### config.mk
export PLATFORM = sky130hd
export DESIGN_NAME = Core
export DESIGN_NICKNAME = d
export VERILOG_FILES = /design/src/verilog/CorePkg.sv /design/src/verilog/BdEncoder.sv /design/src/verilog/ChannelFifo.sv /design/src/verilog/Core.sv /design/src/verilog/PcPacker.sv /design/src/verilog/PcParser.sv /design/src/verilog/TimeMgr.sv
export SDC_FILE = /design/constraint.sdc
export NUM_CORES = 1
export LEC_CHECK = 0
export ABC_AREA = 1
export BUFFER_PORTS_ARGS = -buffer_cell sky130_fd_sc_hd__buf_2
export CAP_MARGIN = 0
export CORE_UTILIZATION = 30
export DETAILED_ROUTE_END_ITERATION = 12
export PLACE_DENSITY = 0.56
export SLEW_MARGIN = 20
export SYNTH_ARGS = -nofsm -noshare
export SYNTH_HDL_FRONTEND = slang
export SYNTH_SLANG_ARGS = --single-unit
### constraint.sdc
create_clock -name clk -period 4.1 [get_ports clk]
set_clock_uncertainty 0.1 [all_clocks]
set_input_delay 0.41 -clock clk [delete_from_list [all_inputs] [get_ports clk]]
set_output_delay 0.41 -clock clk [all_outputs]
set_load 0.01 [all_outputs]
### src/verilog/CorePkg.sv
package CorePkg;

  //////////////////////////////////////////////////////////////
  // PC word layout

  localparam int PcCodeW = 8;
  localparam int PcDataW = 24;
  localparam int PcWordW = PcCodeW + PcDataW;

  //////////////////////////////////////////////////////////////
  // Chip word layout, route on top of payload

  localparam int RouteW = 4;
  localparam int BdWordW = RouteW + PcDataW;
  localparam int NumLeaves = 8;
  localparam int LeafW = $clog2(NumLeaves);
  localparam int LeafWidthW = 5;

  // Route code per leaf, leaf 7 first
  localparam logic [NumLeaves-1:0][RouteW-1:0] LeafRoute = {
    4'hE, 4'hC, 4'h9, 4'h8, 4'h5, 4'h4, 4'h2, 4'h0
  };

  // Payload bits kept per leaf, leaf 7 first
  localparam logic [NumLeaves-1:0][LeafWidthW-1:0] LeafWidth = {
    5'd1, 5'd4, 5'd8, 5'd10, 5'd12, 5'd16, 5'd20, 5'd24
  };

  //////////////////////////////////////////////////////////////
  // PC codes

  localparam logic [PcCodeW-1:0] CodeBdBase = 8'h80;
  localparam logic [PcCodeW-1:0] CodeBdLast = CodeBdBase + PcCodeW'(NumLeaves - 1);
  localparam logic [PcCodeW-1:0] CodeRegUnit = 8'h00;
  localparam logic [PcCodeW-1:0] CodeRegHb = 8'h01;
  localparam logic [PcCodeW-1:0] CodeRegReset = 8'h02;
  // Upper end of register space, 0x03 and up are spare
  localparam logic [PcCodeW-1:0] CodeRegLast = 8'h07;
  localparam logic [PcCodeW-1:0] CodeHbLo = 8'h40;
  localparam logic [PcCodeW-1:0] CodeHbHi = 8'h41;

  // Config register and time widths
  localparam int RegW = 16;
  localparam int TimeW = 48;
  localparam int FifoDepth = 4;

  typedef enum logic [1:0] {OpRegWrite, OpBdWord, OpDrop} PcOp;
  typedef enum logic [1:0] {PackData, PackHbLo, PackHbHi} PackState;

endpackage

### src/verilog/BdEncoder.sv
module BdEncoder (
  input  logic                          clk,
  input  logic                          arstN,
  input  logic                          inValid,
  input  logic [CorePkg::LeafW-1:0]     inLeaf,
  input  logic [CorePkg::PcDataW-1:0]   inData,
  output logic                          inReady,
  output logic                          outValid,
  output logic [CorePkg::BdWordW-1:0]   outData,
  input  logic                          outReady
);

  import CorePkg::*;

  logic [RouteW-1:0] route;
  logic [PcDataW-1:0] mask;
  logic take;

  // Table lookups
  assign route = LeafRoute[inLeaf];
  // Ones below leaf width, full width gives all ones
  assign mask = ~({PcDataW{1'b1}} << LeafWidth[inLeaf]);

  assign inReady = !outValid || outReady;
  assign take = inValid && inReady;

  always_ff @(posedge clk or negedge arstN) begin
    if (!arstN) outValid <= 1'b0;
    else if (inReady) outValid <= inValid;
  end

  // Route on top, masked payload below
  always_ff @(posedge clk) begin
    if (take) outData <= {route, inData & mask};
  end

  // Chip word held under stall
  holdOut: assert property (@(posedge clk) disable iff (!arstN)
    outValid && !outReady |=> outValid && $stable(outData));

endmodule

### src/verilog/ChannelFifo.sv
module ChannelFifo #(
  parameter int Width = 32,
  parameter int Depth = 4
) (
  input  logic             clk,
  input  logic             arstN,
  input  logic             inValid,
  input  logic [Width-1:0] inData,
  output logic             inReady,
  output logic             outValid,
  output logic [Width-1:0] outData,
  input  logic             outReady
);

  localparam int PtrW = (Depth > 1) ? $clog2(Depth) : 1;
  localparam int CountW = $clog2(Depth + 1);

  logic [Width-1:0] mem [Depth];
  logic [PtrW-1:0] wrPtr;
  logic [PtrW-1:0] rdPtr;
  logic [CountW-1:0] count;
  logic full;
  logic wrEn;
  logic rdEn;

  assign full = count == CountW'(Depth);
  assign inReady = !full;
  assign outValid = count != '0;
  // Head of queue, no output register
  assign outData = mem[rdPtr];
  assign wrEn = inValid && inReady;
  assign rdEn = outValid && outReady;

  // Storage
  always_ff @(posedge clk) begin
    if (wrEn) mem[wrPtr] <= inData;
  end

  // Pointers wrap at Depth, any depth allowed
  always_ff @(posedge clk or negedge arstN) begin
    if (!arstN) begin
      wrPtr <= '0;
      rdPtr <= '0;
      count <= '0;
    end else begin
      if (wrEn) wrPtr <= (wrPtr == PtrW'(Depth - 1)) ? '0 : wrPtr + 1'b1;
      if (rdEn) rdPtr <= (rdPtr == PtrW'(Depth - 1)) ? '0 : rdPtr + 1'b1;
      case ({wrEn, rdEn})
        2'b10: count <= count + 1'b1;
        2'b01: count <= count - 1'b1;
        default: ;
      endcase
    end
  end

  // Full and nothing read, so no write may land
  noWriteFull: assert property (@(posedge clk) disable iff (!arstN)
    full && !rdEn |=> $stable(wrPtr) && full);

  // Head word held under stall
  holdOut: assert property (@(posedge clk) disable iff (!arstN)
    outValid && !outReady |=> outValid && $stable(outData));

endmodule

### src/verilog/Core.sv
module Core (
  input  logic                          clk,
  input  logic                          arstN,
  // PC side
  input  logic                          pcInValid,
  input  logic [CorePkg::PcWordW-1:0]   pcInData,
  output logic                          pcInReady,
  output logic                          pcOutValid,
  output logic [CorePkg::PcWordW-1:0]   pcOutData,
  input  logic                          pcOutReady,
  // Chip side
  output logic                          bdOutValid,
  output logic [CorePkg::BdWordW-1:0]   bdOutData,
  input  logic                          bdOutReady,
  input  logic                          bdInValid,
  input  logic [CorePkg::BdWordW-1:0]   bdInData,
  output logic                          bdInReady,
  output logic                          pReset,
  output logic                          sReset
);

  import CorePkg::*;

  // PC input FIFO to parser
  logic pcFifoValid;
  logic [PcWordW-1:0] pcFifoData;
  logic pcFifoReady;

  // Parser to encoder
  logic bdValid;
  logic [LeafW-1:0] bdLeaf;
  logic [PcDataW-1:0] bdData;
  logic bdReady;

  // Chip input FIFO to packer
  logic bdFifoValid;
  logic [BdWordW-1:0] bdFifoData;
  logic bdFifoReady;

  // Config and time
  logic [RegW-1:0] unitCycles;
  logic [RegW-1:0] hbUnits;
  logic hbReq;
  logic hbAck;
  logic [TimeW-1:0] timeElapsed;

  //////////////////////////////////////////////////////////////
  // PC to chip

  ChannelFifo #(.Width(PcWordW), .Depth(FifoDepth)) PcInFifo_i (
    .clk, .arstN,
    .inValid(pcInValid), .inData(pcInData), .inReady(pcInReady),
    .outValid(pcFifoValid), .outData(pcFifoData), .outReady(pcFifoReady));

  PcParser PcParser_i (
    .clk, .arstN,
    .inValid(pcFifoValid), .inData(pcFifoData), .inReady(pcFifoReady),
    .bdValid, .bdLeaf, .bdData, .bdReady,
    .unitCycles, .hbUnits, .pReset, .sReset);

  BdEncoder BdEncoder_i (
    .clk, .arstN,
    .inValid(bdValid), .inLeaf(bdLeaf), .inData(bdData), .inReady(bdReady),
    .outValid(bdOutValid), .outData(bdOutData), .outReady(bdOutReady));

  //////////////////////////////////////////////////////////////
  // Chip to PC, heartbeats merged in

  TimeMgr TimeMgr_i (
    .clk, .arstN, .unitCycles, .hbUnits, .hbReq, .hbAck, .timeElapsed);

  ChannelFifo #(.Width(BdWordW), .Depth(FifoDepth)) BdInFifo_i (
    .clk, .arstN,
    .inValid(bdInValid), .inData(bdInData), .inReady(bdInReady),
    .outValid(bdFifoValid), .outData(bdFifoData), .outReady(bdFifoReady));

  PcPacker PcPacker_i (
    .clk, .arstN,
    .inValid(bdFifoValid), .inData(bdFifoData), .inReady(bdFifoReady),
    .hbReq, .hbAck, .timeElapsed,
    .outValid(pcOutValid), .outData(pcOutData), .outReady(pcOutReady));

endmodule

### src/verilog/PcPacker.sv
module PcPacker (
  input  logic                          clk,
  input  logic                          arstN,
  input  logic                          inValid,
  input  logic [CorePkg::BdWordW-1:0]   inData,
  output logic                          inReady,
  input  logic                          hbReq,
  output logic                          hbAck,
  input  logic [CorePkg::TimeW-1:0]     timeElapsed,
  output logic                          outValid,
  output logic [CorePkg::PcWordW-1:0]   outData,
  input  logic                          outReady
);

  import CorePkg::*;

  PackState state;
  logic [TimeW-1:0] hbTime;
  logic [PcCodeW-1:0] upCode;
  logic loadEn;
  logic hbStart;
  logic dataTake;

  // Output register free or draining
  assign loadEn = !outValid || outReady;
  // Heartbeat wins over new data so traffic cannot starve it
  assign hbStart = state == PackData && loadEn && hbReq;
  assign hbAck = hbStart;
  assign inReady = state == PackData && loadEn && !hbReq;
  assign dataTake = inValid && inReady;
  // Upstream code from the route field
  assign upCode = CodeBdBase + PcCodeW'(inData[BdWordW-1 -: RouteW]);

  //////////////////////////////////////////////////////////////
  // Control

  always_ff @(posedge clk or negedge arstN) begin
    if (!arstN) begin
      state <= PackData;
      outValid <= 1'b0;
    end else begin
      case (state)
        PackData: if (loadEn) begin
          outValid <= dataTake;
          if (hbStart) state <= PackHbLo;
        end
        // Output is empty here, HbLo loads at once
        PackHbLo: begin
          outValid <= 1'b1;
          state <= PackHbHi;
        end
        PackHbHi: if (loadEn) begin
          outValid <= 1'b1;
          state <= PackData;
        end
        default: state <= PackData;
      endcase
    end
  end

  //////////////////////////////////////////////////////////////
  // Payload

  always_ff @(posedge clk) begin
    // Time snapshot at the ack
    if (hbStart) hbTime <= timeElapsed;
    if (dataTake) outData <= {upCode, inData[PcDataW-1:0]};
    else if (state == PackHbLo) outData <= {CodeHbLo, hbTime[PcDataW-1:0]};
    else if (state == PackHbHi && loadEn) outData <= {CodeHbHi, hbTime[TimeW-1:PcDataW]};
  end

endmodule

### src/verilog/PcParser.sv
module PcParser (
  input  logic                          clk,
  input  logic                          arstN,
  input  logic                          inValid,
  input  logic [CorePkg::PcWordW-1:0]   inData,
  output logic                          inReady,
  output logic                          bdValid,
  output logic [CorePkg::LeafW-1:0]     bdLeaf,
  output logic [CorePkg::PcDataW-1:0]   bdData,
  input  logic                          bdReady,
  output logic [CorePkg::RegW-1:0]      unitCycles,
  output logic [CorePkg::RegW-1:0]      hbUnits,
  output logic                          pReset,
  output logic                          sReset
);

  import CorePkg::*;

  logic [PcCodeW-1:0] code;
  logic [PcDataW-1:0] data;
  PcOp op;
  logic take;

  // Split PC word
  assign code = inData[PcWordW-1 -: PcCodeW];
  assign data = inData[PcDataW-1:0];

  // Output slot empty or draining
  assign inReady = !bdValid || bdReady;
  assign take = inValid && inReady;

  // Code decode
  always_comb begin
    op = OpDrop;
    if (code <= CodeRegLast) op = OpRegWrite;
    else if (code >= CodeBdBase && code <= CodeBdLast) op = OpBdWord;
  end

  //////////////////////////////////////////////////////////////
  // Config registers

  always_ff @(posedge clk or negedge arstN) begin
    if (!arstN) begin
      unitCycles <= '0;
      hbUnits <= '0;
      // Chip held in reset until host releases it
      pReset <= 1'b1;
      sReset <= 1'b1;
    end else if (take && op == OpRegWrite) begin
      case (code)
        CodeRegUnit: unitCycles <= data[RegW-1:0];
        CodeRegHb: hbUnits <= data[RegW-1:0];
        CodeRegReset: begin
          pReset <= data[0];
          sReset <= data[1];
        end
        // Spare register codes
        default: ;
      endcase
    end
  end

  //////////////////////////////////////////////////////////////
  // Downstream output slot

  always_ff @(posedge clk or negedge arstN) begin
    if (!arstN) bdValid <= 1'b0;
    else if (inReady) bdValid <= take && op == OpBdWord;
  end

  // Leaf index is the low bits of the code
  always_ff @(posedge clk) begin
    if (take && op == OpBdWord) begin
      bdLeaf <= code[LeafW-1:0];
      bdData <= data;
    end
  end

  // Downstream word held under stall
  holdOut: assert property (@(posedge clk) disable iff (!arstN)
    bdValid && !bdReady |=> bdValid && $stable(bdLeaf) && $stable(bdData));

endmodule

### src/verilog/TimeMgr.sv
module TimeMgr (
  input  logic                        clk,
  input  logic                        arstN,
  input  logic [CorePkg::RegW-1:0]    unitCycles,
  input  logic [CorePkg::RegW-1:0]    hbUnits,
  output logic                        hbReq,
  input  logic                        hbAck,
  output logic [CorePkg::TimeW-1:0]   timeElapsed
);

  import CorePkg::*;

  logic [RegW-1:0] cycleCnt;
  logic [RegW-1:0] unitCnt;
  logic unitPulse;
  logic hbDue;

  // Compare with >= so a shrunk unitCycles still wraps at once
  assign unitPulse = unitCycles != '0 && cycleCnt >= unitCycles - 1'b1;
  // Last unit of a heartbeat period
  assign hbDue = unitPulse && hbUnits != '0 && unitCnt >= hbUnits - 1'b1;

  always_ff @(posedge clk or negedge arstN) begin
    if (!arstN) begin
      cycleCnt <= '0;
      unitCnt <= '0;
      timeElapsed <= '0;
      hbReq <= 1'b0;
    end else begin
      // Cycles within a unit, parked while time is stopped
      if (unitCycles == '0 || unitPulse) cycleCnt <= '0;
      else cycleCnt <= cycleCnt + 1'b1;

      // Elapsed time runs regardless of back-pressure
      if (unitPulse) timeElapsed <= timeElapsed + 1'b1;

      // Units within a heartbeat period
      if (hbUnits == '0 || hbDue) unitCnt <= '0;
      else if (unitPulse) unitCnt <= unitCnt + 1'b1;

      // New due merges into a pending request
      hbReq <= hbDue || (hbReq && !hbAck);
    end
  end

  // Packer only acks an open request
  ackNeedsReq: assert property (@(posedge clk) disable iff (!arstN)
    hbAck |-> hbReq);

endmodule
# Yosys cells after proc, flatten, opt, wreduce, memory -nomap -nowiden

Memories as Yosys holds them, arrays and structs flattened. A register that Yosys moved wholly into a read port is not among the register bits.
Index checks and enable logic that the tools add are counted.

Register bits after elaboration: 269
Bits in latches: 0
Bits in writable memories: 240
ROM bits: 72
Input bits: 66
Output and inout bits: 66
Logic and storage cells: 144
Memories: 4

Memory list:

| memory          | words | width | read ports | clocked after memory_dff | wr ports | line              | text |
|---|---|---|---|---|---|---|---|
| PcInFifo_i.mem  | 4     | 32    | 1          | 0                        | 1        | ChannelFifo.sv:18 | `logic [Width-1:0] mem [Depth];` |
| BdInFifo_i.mem  | 4     | 28    | 1          | 0                        | 1        | ChannelFifo.sv:18 |  |
| (no name shown) | 8     | 5     | 1          | 1                        | 0        | BdEncoder.sv:22   | `assign mask = ~({PcDataW{1'b1}} << LeafWidth[inLeaf]);` |
| (no name shown) | 8     | 4     | 1          | 1                        | 0        | BdEncoder.sv:20   | `assign route = LeafRoute[inLeaf];` |

$add $sub $neg: 14
$mul: 0
Divide/modulo/power cells: 0
Order comparisons: 6
Equal/unequal tests: 18
Shift operators: 1
Mux-type cells: 28
Bitwise operators: 2
Reductions and logical operators: 48

Operators by type and width:

| operator                                                              | number |
|---|---|
| 32-bit 2-to-1 mux                                                     | 3 |
| 48-bit by 1-bit adder with 48-bit output, second input constant       | 1 |
| 16-bit 2-to-1 mux                                                     | 3 |
| 16-bit by 1-bit adder with 16-bit output, second input constant       | 2 |
| 16-bit >= comparator                                                  | 2 |
| 16-bit logical NOT                                                    | 2 |
| 16-bit nonzero test                                                   | 2 |
| 16-bit by 1-bit subtractor with 16-bit output, second input constant  | 2 |
| 24-bit AND                                                            | 1 |
| 24-bit inverter                                                       | 1 |
| 24-bit by 5-bit << shifter with 24-bit output, first input constant   | 1 |
| 2-bit 2-to-1 mux                                                      | 9 |
| 1-bit logical AND                                                     | 16 |
| 2-bit == test, second input constant                                  | 7 |
| 3-bit one-hot mux with 2 select lines                                 | 2 |
| 3-bit nonzero test                                                    | 4 |
| 2-bit by 1-bit adder with 2-bit output, second input constant         | 4 |
| 8-bit by 4-bit adder with 8-bit output, first input constant          | 1 |
| 2-bit by 1-bit == test with 1-bit output, second input constant       | 4 |
| 8-bit by 1-bit == test with 1-bit output, second input constant       | 1 |
| 8-bit by 2-bit == test with 1-bit output, second input constant       | 1 |
| 8-bit >= comparator, second input constant                            | 1 |
| 8-bit by 3-bit <= comparator with 1-bit output, second input constant | 1 |
| 8-bit <= comparator, second input constant                            | 1 |
| 19 further kinds                                                      | 45 |

# Longest topological paths before layout

Gate-level depths: netlist (run 1).
An unclocked memory read counts as a cell.

Depth in word-level cells: 8
Mapped depth: 20
Mapped depth without buffers: 19

# Modules after synthesis

Synthesis (run 1) repeated with hierarchy kept, for this count alone.

Cell total of the unflattened synthesis: 2356
Area total of the unflattened synthesis: 23906.7 sq um

Modules (own cells, without submodules):

| module                   | instances | cells an instance | area an instance (sq um) | sequential area each (sq um) |
|---|---|---|---|---|
| TimeMgr                  | 1         | 928               | 6313.6                   | 2026.9 |
| ChannelFifo (PcInFifo_i) | 1         | 432               | 5486.5                   | 4018.9 |
| ChannelFifo (BdInFifo_i) | 1         | 385               | 5077.4                   | 3538.4 |
| PcPacker                 | 1         | 284               | 3289.4                   | 2417.3 |
| PcParser                 | 1         | 194               | 2336.0                   | 1689.1 |
| BdEncoder                | 1         | 133               | 1403.8                   | 865.8 |

# Least setup slack after synthesis (run 1)

No wires, ideal clock.

Path kind: reg-to-reg
Start point: register PcPacker_i.state[0]
End point: register PcPacker_i.hbTime[0] (enable)
Library setup time: 0.454 ns
Arrival time: 2.703 ns
Required time: 3.546 ns
Path slack: 0.843 ns
Stages on the path, launching flop included: 5
Path buffers: 0
Period minus slack after synthesis: 3.257 ns
Path through: dfrtp_1 > inv_1 > ha_1 > inv_1 > nor2_1

Word-level cells in the longest chain between the ends: 3

Ends and longest elaborated chain:

| what                           | line           | text |
|---|---|---|
| start: declaration             | PcPacker.sv:17 | `PackState state;` |
| start signal: assignment       | PcPacker.sv:39 | `state <= PackData;` |
| start signal: assignment       | PcPacker.sv:45 | `if (hbStart) state <= PackHbLo;` |
| start signal: assignment       | PcPacker.sv:50 | `state <= PackHbHi;` |
| 2-bit logical NOT              | PcPacker.sv:27 | `assign hbStart = state == PackData && loadEn && hbReq;` |
| 1-bit logical AND (2 in a row) | PcPacker.sv:27 |  |
| net PcPacker_i.hbAck           | PcPacker.sv:8  | `output logic hbAck,` |
| end signal: assignment         | PcPacker.sv:66 | `if (hbStart) hbTime <= timeElapsed;` |
| end: declaration               | PcPacker.sv:18 | `logic [TimeW-1:0] hbTime;` |

The timed path passes the listed nets, and every way through them passes these cells.
A chain may end at the register's enable or synchronous reset.

# Worst setup path in the final report (run 1)

Start point: register PcParser_i.unitCycles[1] (netlist bit)
End point: register TimeMgr_i.unitCnt[8]

Word-level cells in the longest chain between the ends: 7
Elaborated cells on any way between the ends: 9
Those cells by class: add/sub: 1; order compare: 1; mux: 1; reduce/logical: 6

Ends and longest elaborated chain:

| what                                                           | line           | text |
|---|---|---|
| start: declaration                                             | PcParser.sv:11 | `output logic [CorePkg::RegW-1:0] unitCycles,` |
| start signal: assignment                                       | PcParser.sv:51 | `CodeRegUnit: unitCycles <= data[RegW-1:0];` |
| 16-bit by 1-bit subtractor with 16-bit output                  | TimeMgr.sv:19  | `assign unitPulse = unitCycles != '0 && cycleCnt >= unitCycles - 1'b1;` |
| 16-bit >= comparator                                           | TimeMgr.sv:19  |  |
| 1-bit logical AND (*)                                          | TimeMgr.sv:19  |  |
| 1-bit logical AND (2 in a row)                                 | TimeMgr.sv:21  | `assign hbDue = unitPulse && hbUnits != '0 && unitCnt >= hbUnits - 1'b1;` |
| 1-bit logical OR                                               | TimeMgr.sv:38  | `if (hbUnits == '0 \|\| hbDue) unitCnt <= '0;` |
| 16-bit 2-to-1 mux / 2-bit nonzero test (equally long branches) | --             |  |
| end signal: assignment                                         | TimeMgr.sv:39  | `else if (unitPulse) unitCnt <= unitCnt + 1'b1;` |
| end: declaration                                               | TimeMgr.sv:14  | `logic [RegW-1:0] unitCnt;` |

Every way passes the cells marked *; elsewhere a longest branch is shown, timed or not.

==> results of run 1 <==
routing by layer:
layer | track usage, % | wire [um] | vias up
li1 | - | - | 7839
met1 | 19.6 | 25100 | 7919
met2 | 24.7 | 27200 | 415
met3 | 2.47 | 3150 | 76
met4 | 3.68 | 1100 | 0
met5 | 0 | 0 | -
worst max-delay path: cells and delay by family (launching register included):
family	cells	cell delay, ps
and+or+nand+nor	11	1590
DFF	1	360
buffers and inverters	2	340
AOI/OAI and AO/OA	5	740
adders and majority gates	1	260
through the flow:
stage,setup WS (ps),instance area [um^2],total power [W]
floorplan,843,22900,0.0102
global placement,535,24600,0.0119
detailed placement,377,24600,0.0120
CTS,354,27000,0.0169
global route,72.3,27000,0.0176
finish,576,27000,0.0167
registers in the layout, indices dropped and copies added, names as in the netlist, 2 cells and up, named ones only:
register               flops
BdEncoder_i.outData       28
BdInFifo_i.count           3
BdInFifo_i.mem           112
BdInFifo_i.rdPtr           2
BdInFifo_i.wrPtr           2
PcInFifo_i.count           3
PcInFifo_i.mem           128
PcInFifo_i.rdPtr           2
PcInFifo_i.wrPtr           2
PcPacker_i.hbTime         48
PcPacker_i.outData        30
PcPacker_i.state           2
PcParser_i.bdData         24
PcParser_i.bdLeaf          3
PcParser_i.hbUnits        16
PcParser_i.unitCycles     16
TimeMgr_i.cycleCnt        16
TimeMgr_i.timeElapsed     48
TimeMgr_i.unitCnt         16
worst max path at each step:
stage | endpoint | cells past startpoint | from | slack [ps]
global route | TimeMgr_i.unitCnt[8] | 19 | PcParser_i.unitCycles[1] | 70
floorplan | PcPacker_i.hbTime[0] | 4 | PcPacker_i.state[0] | 840
CTS | TimeMgr_i.unitCnt[3] | 19 | PcParser_i.unitCycles[1] | 350
detailed placement | TimeMgr_i.unitCnt[15] | 19 | PcParser_i.unitCycles[1] | 380
finish | TimeMgr_i.unitCnt[8] | 19 | PcParser_i.unitCycles[1] | 580
global placement | TimeMgr_i.unitCnt[13] | 19 | PcParser_i.unitCycles[2] | 540
what timing repair did:
item                                   in CTS  in global routing
hold buffers                               62                  0
endpoints found under the hold margin     313                  0
gates resized for setup                     0                  3
setup endpoints to repair                   0                 21
logic make-up (layout without fill, tap and decap cells):
| family | after synthesis | after routing |
|---|---|---|
| simple gates | 968 | 968 |
| flops | 512 | 512 |
| compound gates | 306 | 306 |
| buf+inv | 280 | 522 |
| xor+xnor | 70 | 70 |
| fa+ha+maj | 57 | 57 |
| other cells | 1 | 3 |
power groups by stage:
stage | sequential [W] | clock [W] | combinational, W
2_1_floorplan | 0.00736 | 0 | 0.00285
3_3_place_gp | 0.00732 | 0 | 0.00454
3_5_place_dp | 0.00736 | 0 | 0.00467
4_1_cts | 0.00726 | 0.00489 | 0.00474
5_1_grt | 0.00734 | 0.00510 | 0.00520
6_report | 0.00725 | 0.00479 | 0.00465
area by class of cell:
type	instances	share of cell area, %
sequential	512	54.3
multi-input combinational	1403	26.4
clock buffer	75	5.53
timing repair buffer	220	5.52
tap	969	4.49
inverter	205	2.86
clock inverter	22	0.867
antenna	1	0.00927
placed cells by master (no fill, tap or decap), types with 10 or more instances in the layout:
master	Yosys	final
buf_4	6	29
clkbuf_16	0	55
nor2_1	281	271
dfrtp_1	132	131
a21oi_1	47	45
nand2_1	497	496
nor2_2	3	12
nor3_1	35	34
o22ai_1	37	37
nand4_1	23	23
dlygate4sd3_1	0	62
clkbuf_1	50	16
o21ai_1	17	17
edfxtp_1	373	373
o21ai_0	144	144
inv_1	200	200
ha_1	55	55
a31oi_1	26	26
nand3_1	102	101
a21oi_2	9	10
a32oi_1	16	16
xnor2_1	20	20
buf_2	11	128
xor2_1	50	50
==> results.py, run 1 <==
metrics = {
    "finish": {
        "nFillCells": 7351,
        "nNetsFinal": 2518,
        "finalNonFillerCells": 3407,
        "area_growth_pct": 18.1,
        "regArea_mm2": 0.0147,
        "multiInputGateArea_mm2": 0.00713,
        "utilization_pct": 36.0,
        "drive_gt1_share_pct": 11.6,
    },
    "yosys": {
        "synthSimpleGateAreaFrac_pct": 17.4,
        "syn_inst": 2194,
        "ys_ff_latch": 512,
        "synth-compound-area-share_pct": 7.58,
        "synth-async-reset-ratio_pct": 26.2,
        "synthesis.area_mm2": 0.0229,
        "synth.avg_cell_area_um2": 10.4,
        "ys_top_cells_by_area": "edfxtp_1 (49%), dfrtp_1 (14%), nand2_1 (8.2%)",
        "yosys.area.top_type_share_pct": 49.0,
        "synthXorXnorAreaFrac_pct": 2.68,
        "synth_cell_types": 46,
        "yosys.area.top_type": "edfxtp_1",
        "synth_warnings": 0,
        "ys.flop_type": "edfxtp_1",
        "synth_top_family_by_area": "simple AND/OR/NAND/NOR gates",
        "synth_common_cells": "nand2_1 (497), edfxtp_1 (373), nor2_1 (281)",
        "ys_seq_area_share_pct": 64.1,
        "yosysMostFrequentCell": "nand2_1",
        "synth-edff-count": 373,
        "synthAdderAreaFrac_pct": 3.19,
        "synthMuxAreaShare_pct": 0,
    },
    "sta": {
        "finalSetupViolations": 0,
        "slew_headroom_pct": 35.0,
        "final_hold_viol_count": 0,
        "finalSetupTns_ps": 0,
        "clock.fmax_mhz": 284,
        "worst_pin_slew_ps": 973,
        "hold_slack_ps": 182,
        "finalMaxSlewViolations": 0,
        "layout_min_cycle_time_ps": 3520,
        "rsz0062_at_grt": "false",
        "post-route-period-util_pct": 86.0,
    },
    "min_path": {
        "hp-class": "in2reg",
        "hold_depth": 6,
        "min_from": "pcOutReady",
        "hold_end": "TimeMgr_i.hbReq",
    },
    "setup_path": {
        "r2r_setup_slack_ps": 580,
        "r2r_cells": 19,
        "worstSetupPathType": "reg2reg",
        "cp_slowest_cell": "dfrtp_1",
        "required_ps": 4470,
        "timing.rr.start": "PcParser_i.unitCycles[1]",
        "max_stage_delay_ps": 360,
        "cp-start-kind": "register",
        "crit_fanout": 17,
        "timing.rr.end": "TimeMgr_i.unitCnt[8]",
        "worstPathArrival_ps": 3890,
        "endpoint_kind": "register",
        "worst_path_most_repeated_cell": "nand2_1",
        "path_cells": "inv_1 > nand2_1 > nor2_1 > nand3_1 > nor2_1 > nand3_1 > nor2_1 > a21oi_1 > a21oi_1 > ha_1 > a21oi_1 > o21ai_0 > a21oi_2 > nand2_1 > nand2_1 > buf_4 > nand2_2 > nand3_1 > nand2_1",
    },
    "power": {
        "p_seq_share_pct": 43.4,
        "max-vdd-ir-drop_v": 0.000358,
        "power_frac_clock_pct": 28.7,
        "p_comb_share_pct": 27.9,
        "cellPowerDensity_mw_per_mm2": 618,
        "leakage_nw": 10.9,
        "intPower_w": 0.0109,
        "switching_share_pct": 34.4,
        "netSwitchingPower_w": 0.00574,
    },
    "place": {
        "io_buffers": 129,
        "routabilityCongestion": 0.908,
        "placed_cells": 3247,
        "post-dp-hpwl_mm": 39.2,
    },
    "route": {
        "wire_per_inst_um": 16.6,
        "num_vias": 16249,
        "final_antenna_net_count": 0,
        "avgViaCountPerCell": 4.77,
        "wl_mm": 56.6,
        "dr.pass1.iters": 5,
        "drc_errors": 0,
        "first_iter_violations": 1191,
    },
    "die": {
        "die_area_mm2": 0.0773,
        "core_area_mm2": 0.0749,
        "num_io_pins": 132,
        "die_w_um": 278,
        "rows": 100,
        "initial_core_util_pct": 30.5,
        "die_y_um": 278,
    },
    "clocking": {
        "insertion_delay_ps": 610,
        "cts.clk_slew.worst_paths_ps": 60,
        "htreeDepth": 2,
        "cts.sinks": 512,
        "cts_tree": "yes",
        "cts_buffers": 53,
        "cts_buffer_depth": 3,
        "root_buffer": "clkbuf_16",
        "cts_setup_buffers": 0,
    },
    "global_route": {
        "overflow": 0,
        "antenna_found_initial": 1,
        "grt_max_degree": 77,
        "grt_pass1_vias": 16170,
        "grt_pass1_wl_mm": 89.9,
        "grt_use_total_pct": 14.7,
    },
    "run_status": {
        "status": "finished clean",
    },
    "flow_run": {
        "maxCapViolCount": 0,
    },
}
Note: power is estimated with default switching activity, not from simulation.
==> inputs of run 2 (changes only) <==
Settings changed: CTS_BUF_LIST from default to sky130_fd_sc_hd__clkbuf_4.
==> run 2 against run 1 <==
Net effect: global-route usage is 0.64 points higher; sequential share of layout area is 0.55 points lower; power is 0.89% higher; sequential cell count stayed put; count of clock-buffer cells in the layout is 138 higher; routed wire length is 3.0% higher; fmax hardly changed; die area stayed put; register-to-register slack hardly changed; sequential power hardly changed; first-iteration DRC count is 0.67% lower; critical path type unchanged; critical endpoint is now TimeMgr_i.unitCnt[15]; highest routed layer unchanged.
==> results.py, run 2 (synthesis gave the netlist of run 1 again) <==
metrics = {
    "power": {
        "power_frac_clock_pct": 29.2,
        "intPower_w": 0.0109,
        "cellPowerDensity_mw_per_mm2": 617,
        "p_comb_share_pct": 27.8,
        "max-vdd-ir-drop_v": 0.000312,
        "p_seq_share_pct": 43.0,
        "leakage_nw": 11.2,
        "netSwitchingPower_w": 0.00593,
        "switching_share_pct": 35.2,
    },
    "die": {
        "die_area_mm2": 0.0773,
        "die_y_um": 278,
        "core_area_mm2": 0.0749,
        "die_w_um": 278,
        "rows": 100,
        "initial_core_util_pct": 30.5,
        "num_io_pins": 132,
    },
    "finish": {
        "layout_common_cells": "nand2_1 (496), edfxtp_1 (373), nor2_1 (271)",
        "finalNonFillerCells": 3572,
        "drive_gt1_share_pct": 16.9,
        "nNetsFinal": 2609,
        "layout_commonest_cell": "nand2_1",
        "area_growth_pct": 19.3,
        "largest-register": "PcInFifo_i.mem",
        "reg.largest.list": "PcInFifo_i.mem: 128 flops, BdInFifo_i.mem: 112 flops",
        "fin_area_mm2": 0.0273,
        "largest_reg_flops": 128,
    },
    "sta": {
        "hold_slack_ps": 119,
        "finalSetupViolations": 0,
        "worst_pin_slew_ps": 958,
        "slew_headroom_pct": 36.0,
        "clock.fmax_mhz": 284,
        "layout_min_cycle_time_ps": 3530,
        "worst_slack_ps": 574,
        "final_hold_viol_count": 0,
        "finalMaxSlewViolations": 0,
        "rsz0062_at_grt": "false",
        "finalSetupTns_ps": 0,
        "post-route-period-util_pct": 86.0,
    },
    "setup_path": {
        "max_stage_delay_ps": 370,
        "cp-endpoint": "TimeMgr_i.unitCnt[15]",
        "cp-start-kind": "register",
        "worst_path_most_repeated_cell": "nand2_1",
        "crit_buf_inv": 2,
        "worstPathArrival_ps": 4230,
        "cp_slowest_cell": "dfrtp_1",
        "worstSetupPathType": "reg2reg",
        "endpoint_kind": "register",
        "worstSetupStartpoint": "PcParser_i.unitCycles[1]",
        "crit_cells": 19,
        "r2r_setup_slack_ps": 570,
        "path_cells": "inv_1 > nand2_1 > nor2_1 > nand3_1 > nor2_1 > nand3_1 > nor2_1 > a21oi_1 > a21oi_1 > ha_1 > a21oi_1 > o21ai_0 > a21oi_2 > nand2_1 > nand2_1 > buf_4 > nand2_2 > nand3_1 > nand2_1",
        "timing.rr.end": "TimeMgr_i.unitCnt[15]",
        "crit_family": "simple AND/OR/NAND/NOR gates",
        "r2r_cells": 19,
        "crit_fanout": 17,
        "required_ps": 4800,
        "timing.rr.start": "PcParser_i.unitCycles[1]",
    },
    "clocking": {
        "cts.sinks": 512,
        "htreeDepth": 4,
        "root_buffer": "clkbuf_4",
        "cts_buffers": 139,
        "cts_setup_buffers": 0,
        "cts_buffer_depth": 3,
        "cts_tree": "yes",
        "insertion_delay_ps": 950,
        "cts.clk_slew.worst_paths_ps": 70,
    },
    "global_route": {
        "grt_max_degree": 67,
        "grt_pass1_vias": 17012,
        "antenna_found_initial": 3,
        "grt_pass1_wl_mm": 92.4,
        "grt_use_total_pct": 15.3,
        "overflow": 0,
    },
    "route": {
        "dr.pass1.iters": 5,
        "wire_per_inst_um": 16.3,
        "first_iter_violations": 1183,
        "drc_errors": 0,
        "avgViaCountPerCell": 4.70,
        "num_vias": 16775,
        "wl_mm": 58.3,
        "final_antenna_net_count": 0,
    },
    "flow_run": {
        "maxCapViolCount": 0,
    },
    "place": {
        "place_ws_ps": 377,
        "placed_cells": 3247,
        "io_buffers": 129,
        "placed_area_mm2": 0.0246,
        "post-dp-hpwl_mm": 39.2,
        "routabilityCongestion": 0.908,
    },
    "run_status": {
        "status": "finished clean",
    },
    "min_path": {
        "hp-class": "in2reg",
    },
}
==> run 2: cell types whose count changed in the layout (fill, tap and decap cells not counted), sizes merged <==
cell | before | now
clkinvlp | 2 | 4
diode | 1 | 4
bufinv | 3 | 5
clkinv | 13 | 29
inv | 209 | 208
clkbuf | 75 | 213
buf | 158 | 159
dlygate4sd3 | 62 | 66
==> run 2: area by class of cell <==
| type | count | area [um^2] |
|---|---|---|
| flip-flops and latches | 512 | 14700 |
| fillers | 7414 | 47700 |
| clock buffers | 213 | 1600 |
| multi-input cells | 1403 | 7130 |
| diodes | 4 | 10.0 |
| clock inverters | 41 | 329 |
| repair buffers | 225 | 1560 |
| well taps | 969 | 1210 |
| inverters | 205 | 772 |
==> run 2: what timing repair did <==
item	in CTS	in global routing
endpoints found under the hold margin	350	0
setup endpoints to repair	0	21
hold buffers	67	0
resized for setup	0	3
==> run 2: through the flow <==
stage / utilization (%) / power (W)
after floorplan: - / 0.0102
after global placement: 32.9 / 0.0119
after detailed placement: 32.9 / 0.0120
after CTS: 36.4 / 0.0171
after global routing: 36.4 / 0.0179
final: 36.4 / 0.0168
==> run 2: layer usage <==
layer	part of all wire [%]	GRT usage [%]
met1	44	19.6
met3	5.6	3.61
met5	0	0
met4	2.4	6.28
met2	48	24.9
==> run 2: worst min-delay path by stage <==
| stage | start | to | depth (start not counted) |
|---|---|---|---|
| floorplan | arstN | BdEncoder_i.outValid | 0 |
| detailed placement | TimeMgr_i.timeElapsed[28] | PcPacker_i.hbTime[28] | 0 |
| global placement | TimeMgr_i.timeElapsed[28] | PcPacker_i.hbTime[28] | 0 |
| global route | pcInData[28] | PcInFifo_i.mem[2][28] | 2 |
| CTS | pcInData[25] | PcInFifo_i.mem[1][25] | 2 |
| finish | pcInData[25] | PcInFifo_i.mem[1][25] | 2 |
==> run 2: worst register-to-register path, cell delays in order, from the launching register on <==
cell and delay (ps):
dfrtp_1 370, inv_1 110, nand2_1 60, nor2_1 140, nand3_1 140, nor2_1 330
nand3_1 180, nor2_1 160, a21oi_1 80, a21oi_1 120, ha_1 260, a21oi_1 150
o21ai_0 120, a21oi_2 260, nand2_1 90, nand2_1 90, buf_4 230, nand2_2 220
nand3_1 130, nand2_1 70
==> run 2: power by group through the flow <==
stage | logic, W | registers (W) | clock network (W)
finish | 0.00467 | 0.00724 | 0.00491
global route | 0.00521 | 0.00734 | 0.00535
CTS | 0.00474 | 0.00726 | 0.00505
detailed placement | 0.00467 | 0.00736 | 0
global placement | 0.00454 | 0.00732 | 0
floorplan | 0.00285 | 0.00736 | 0
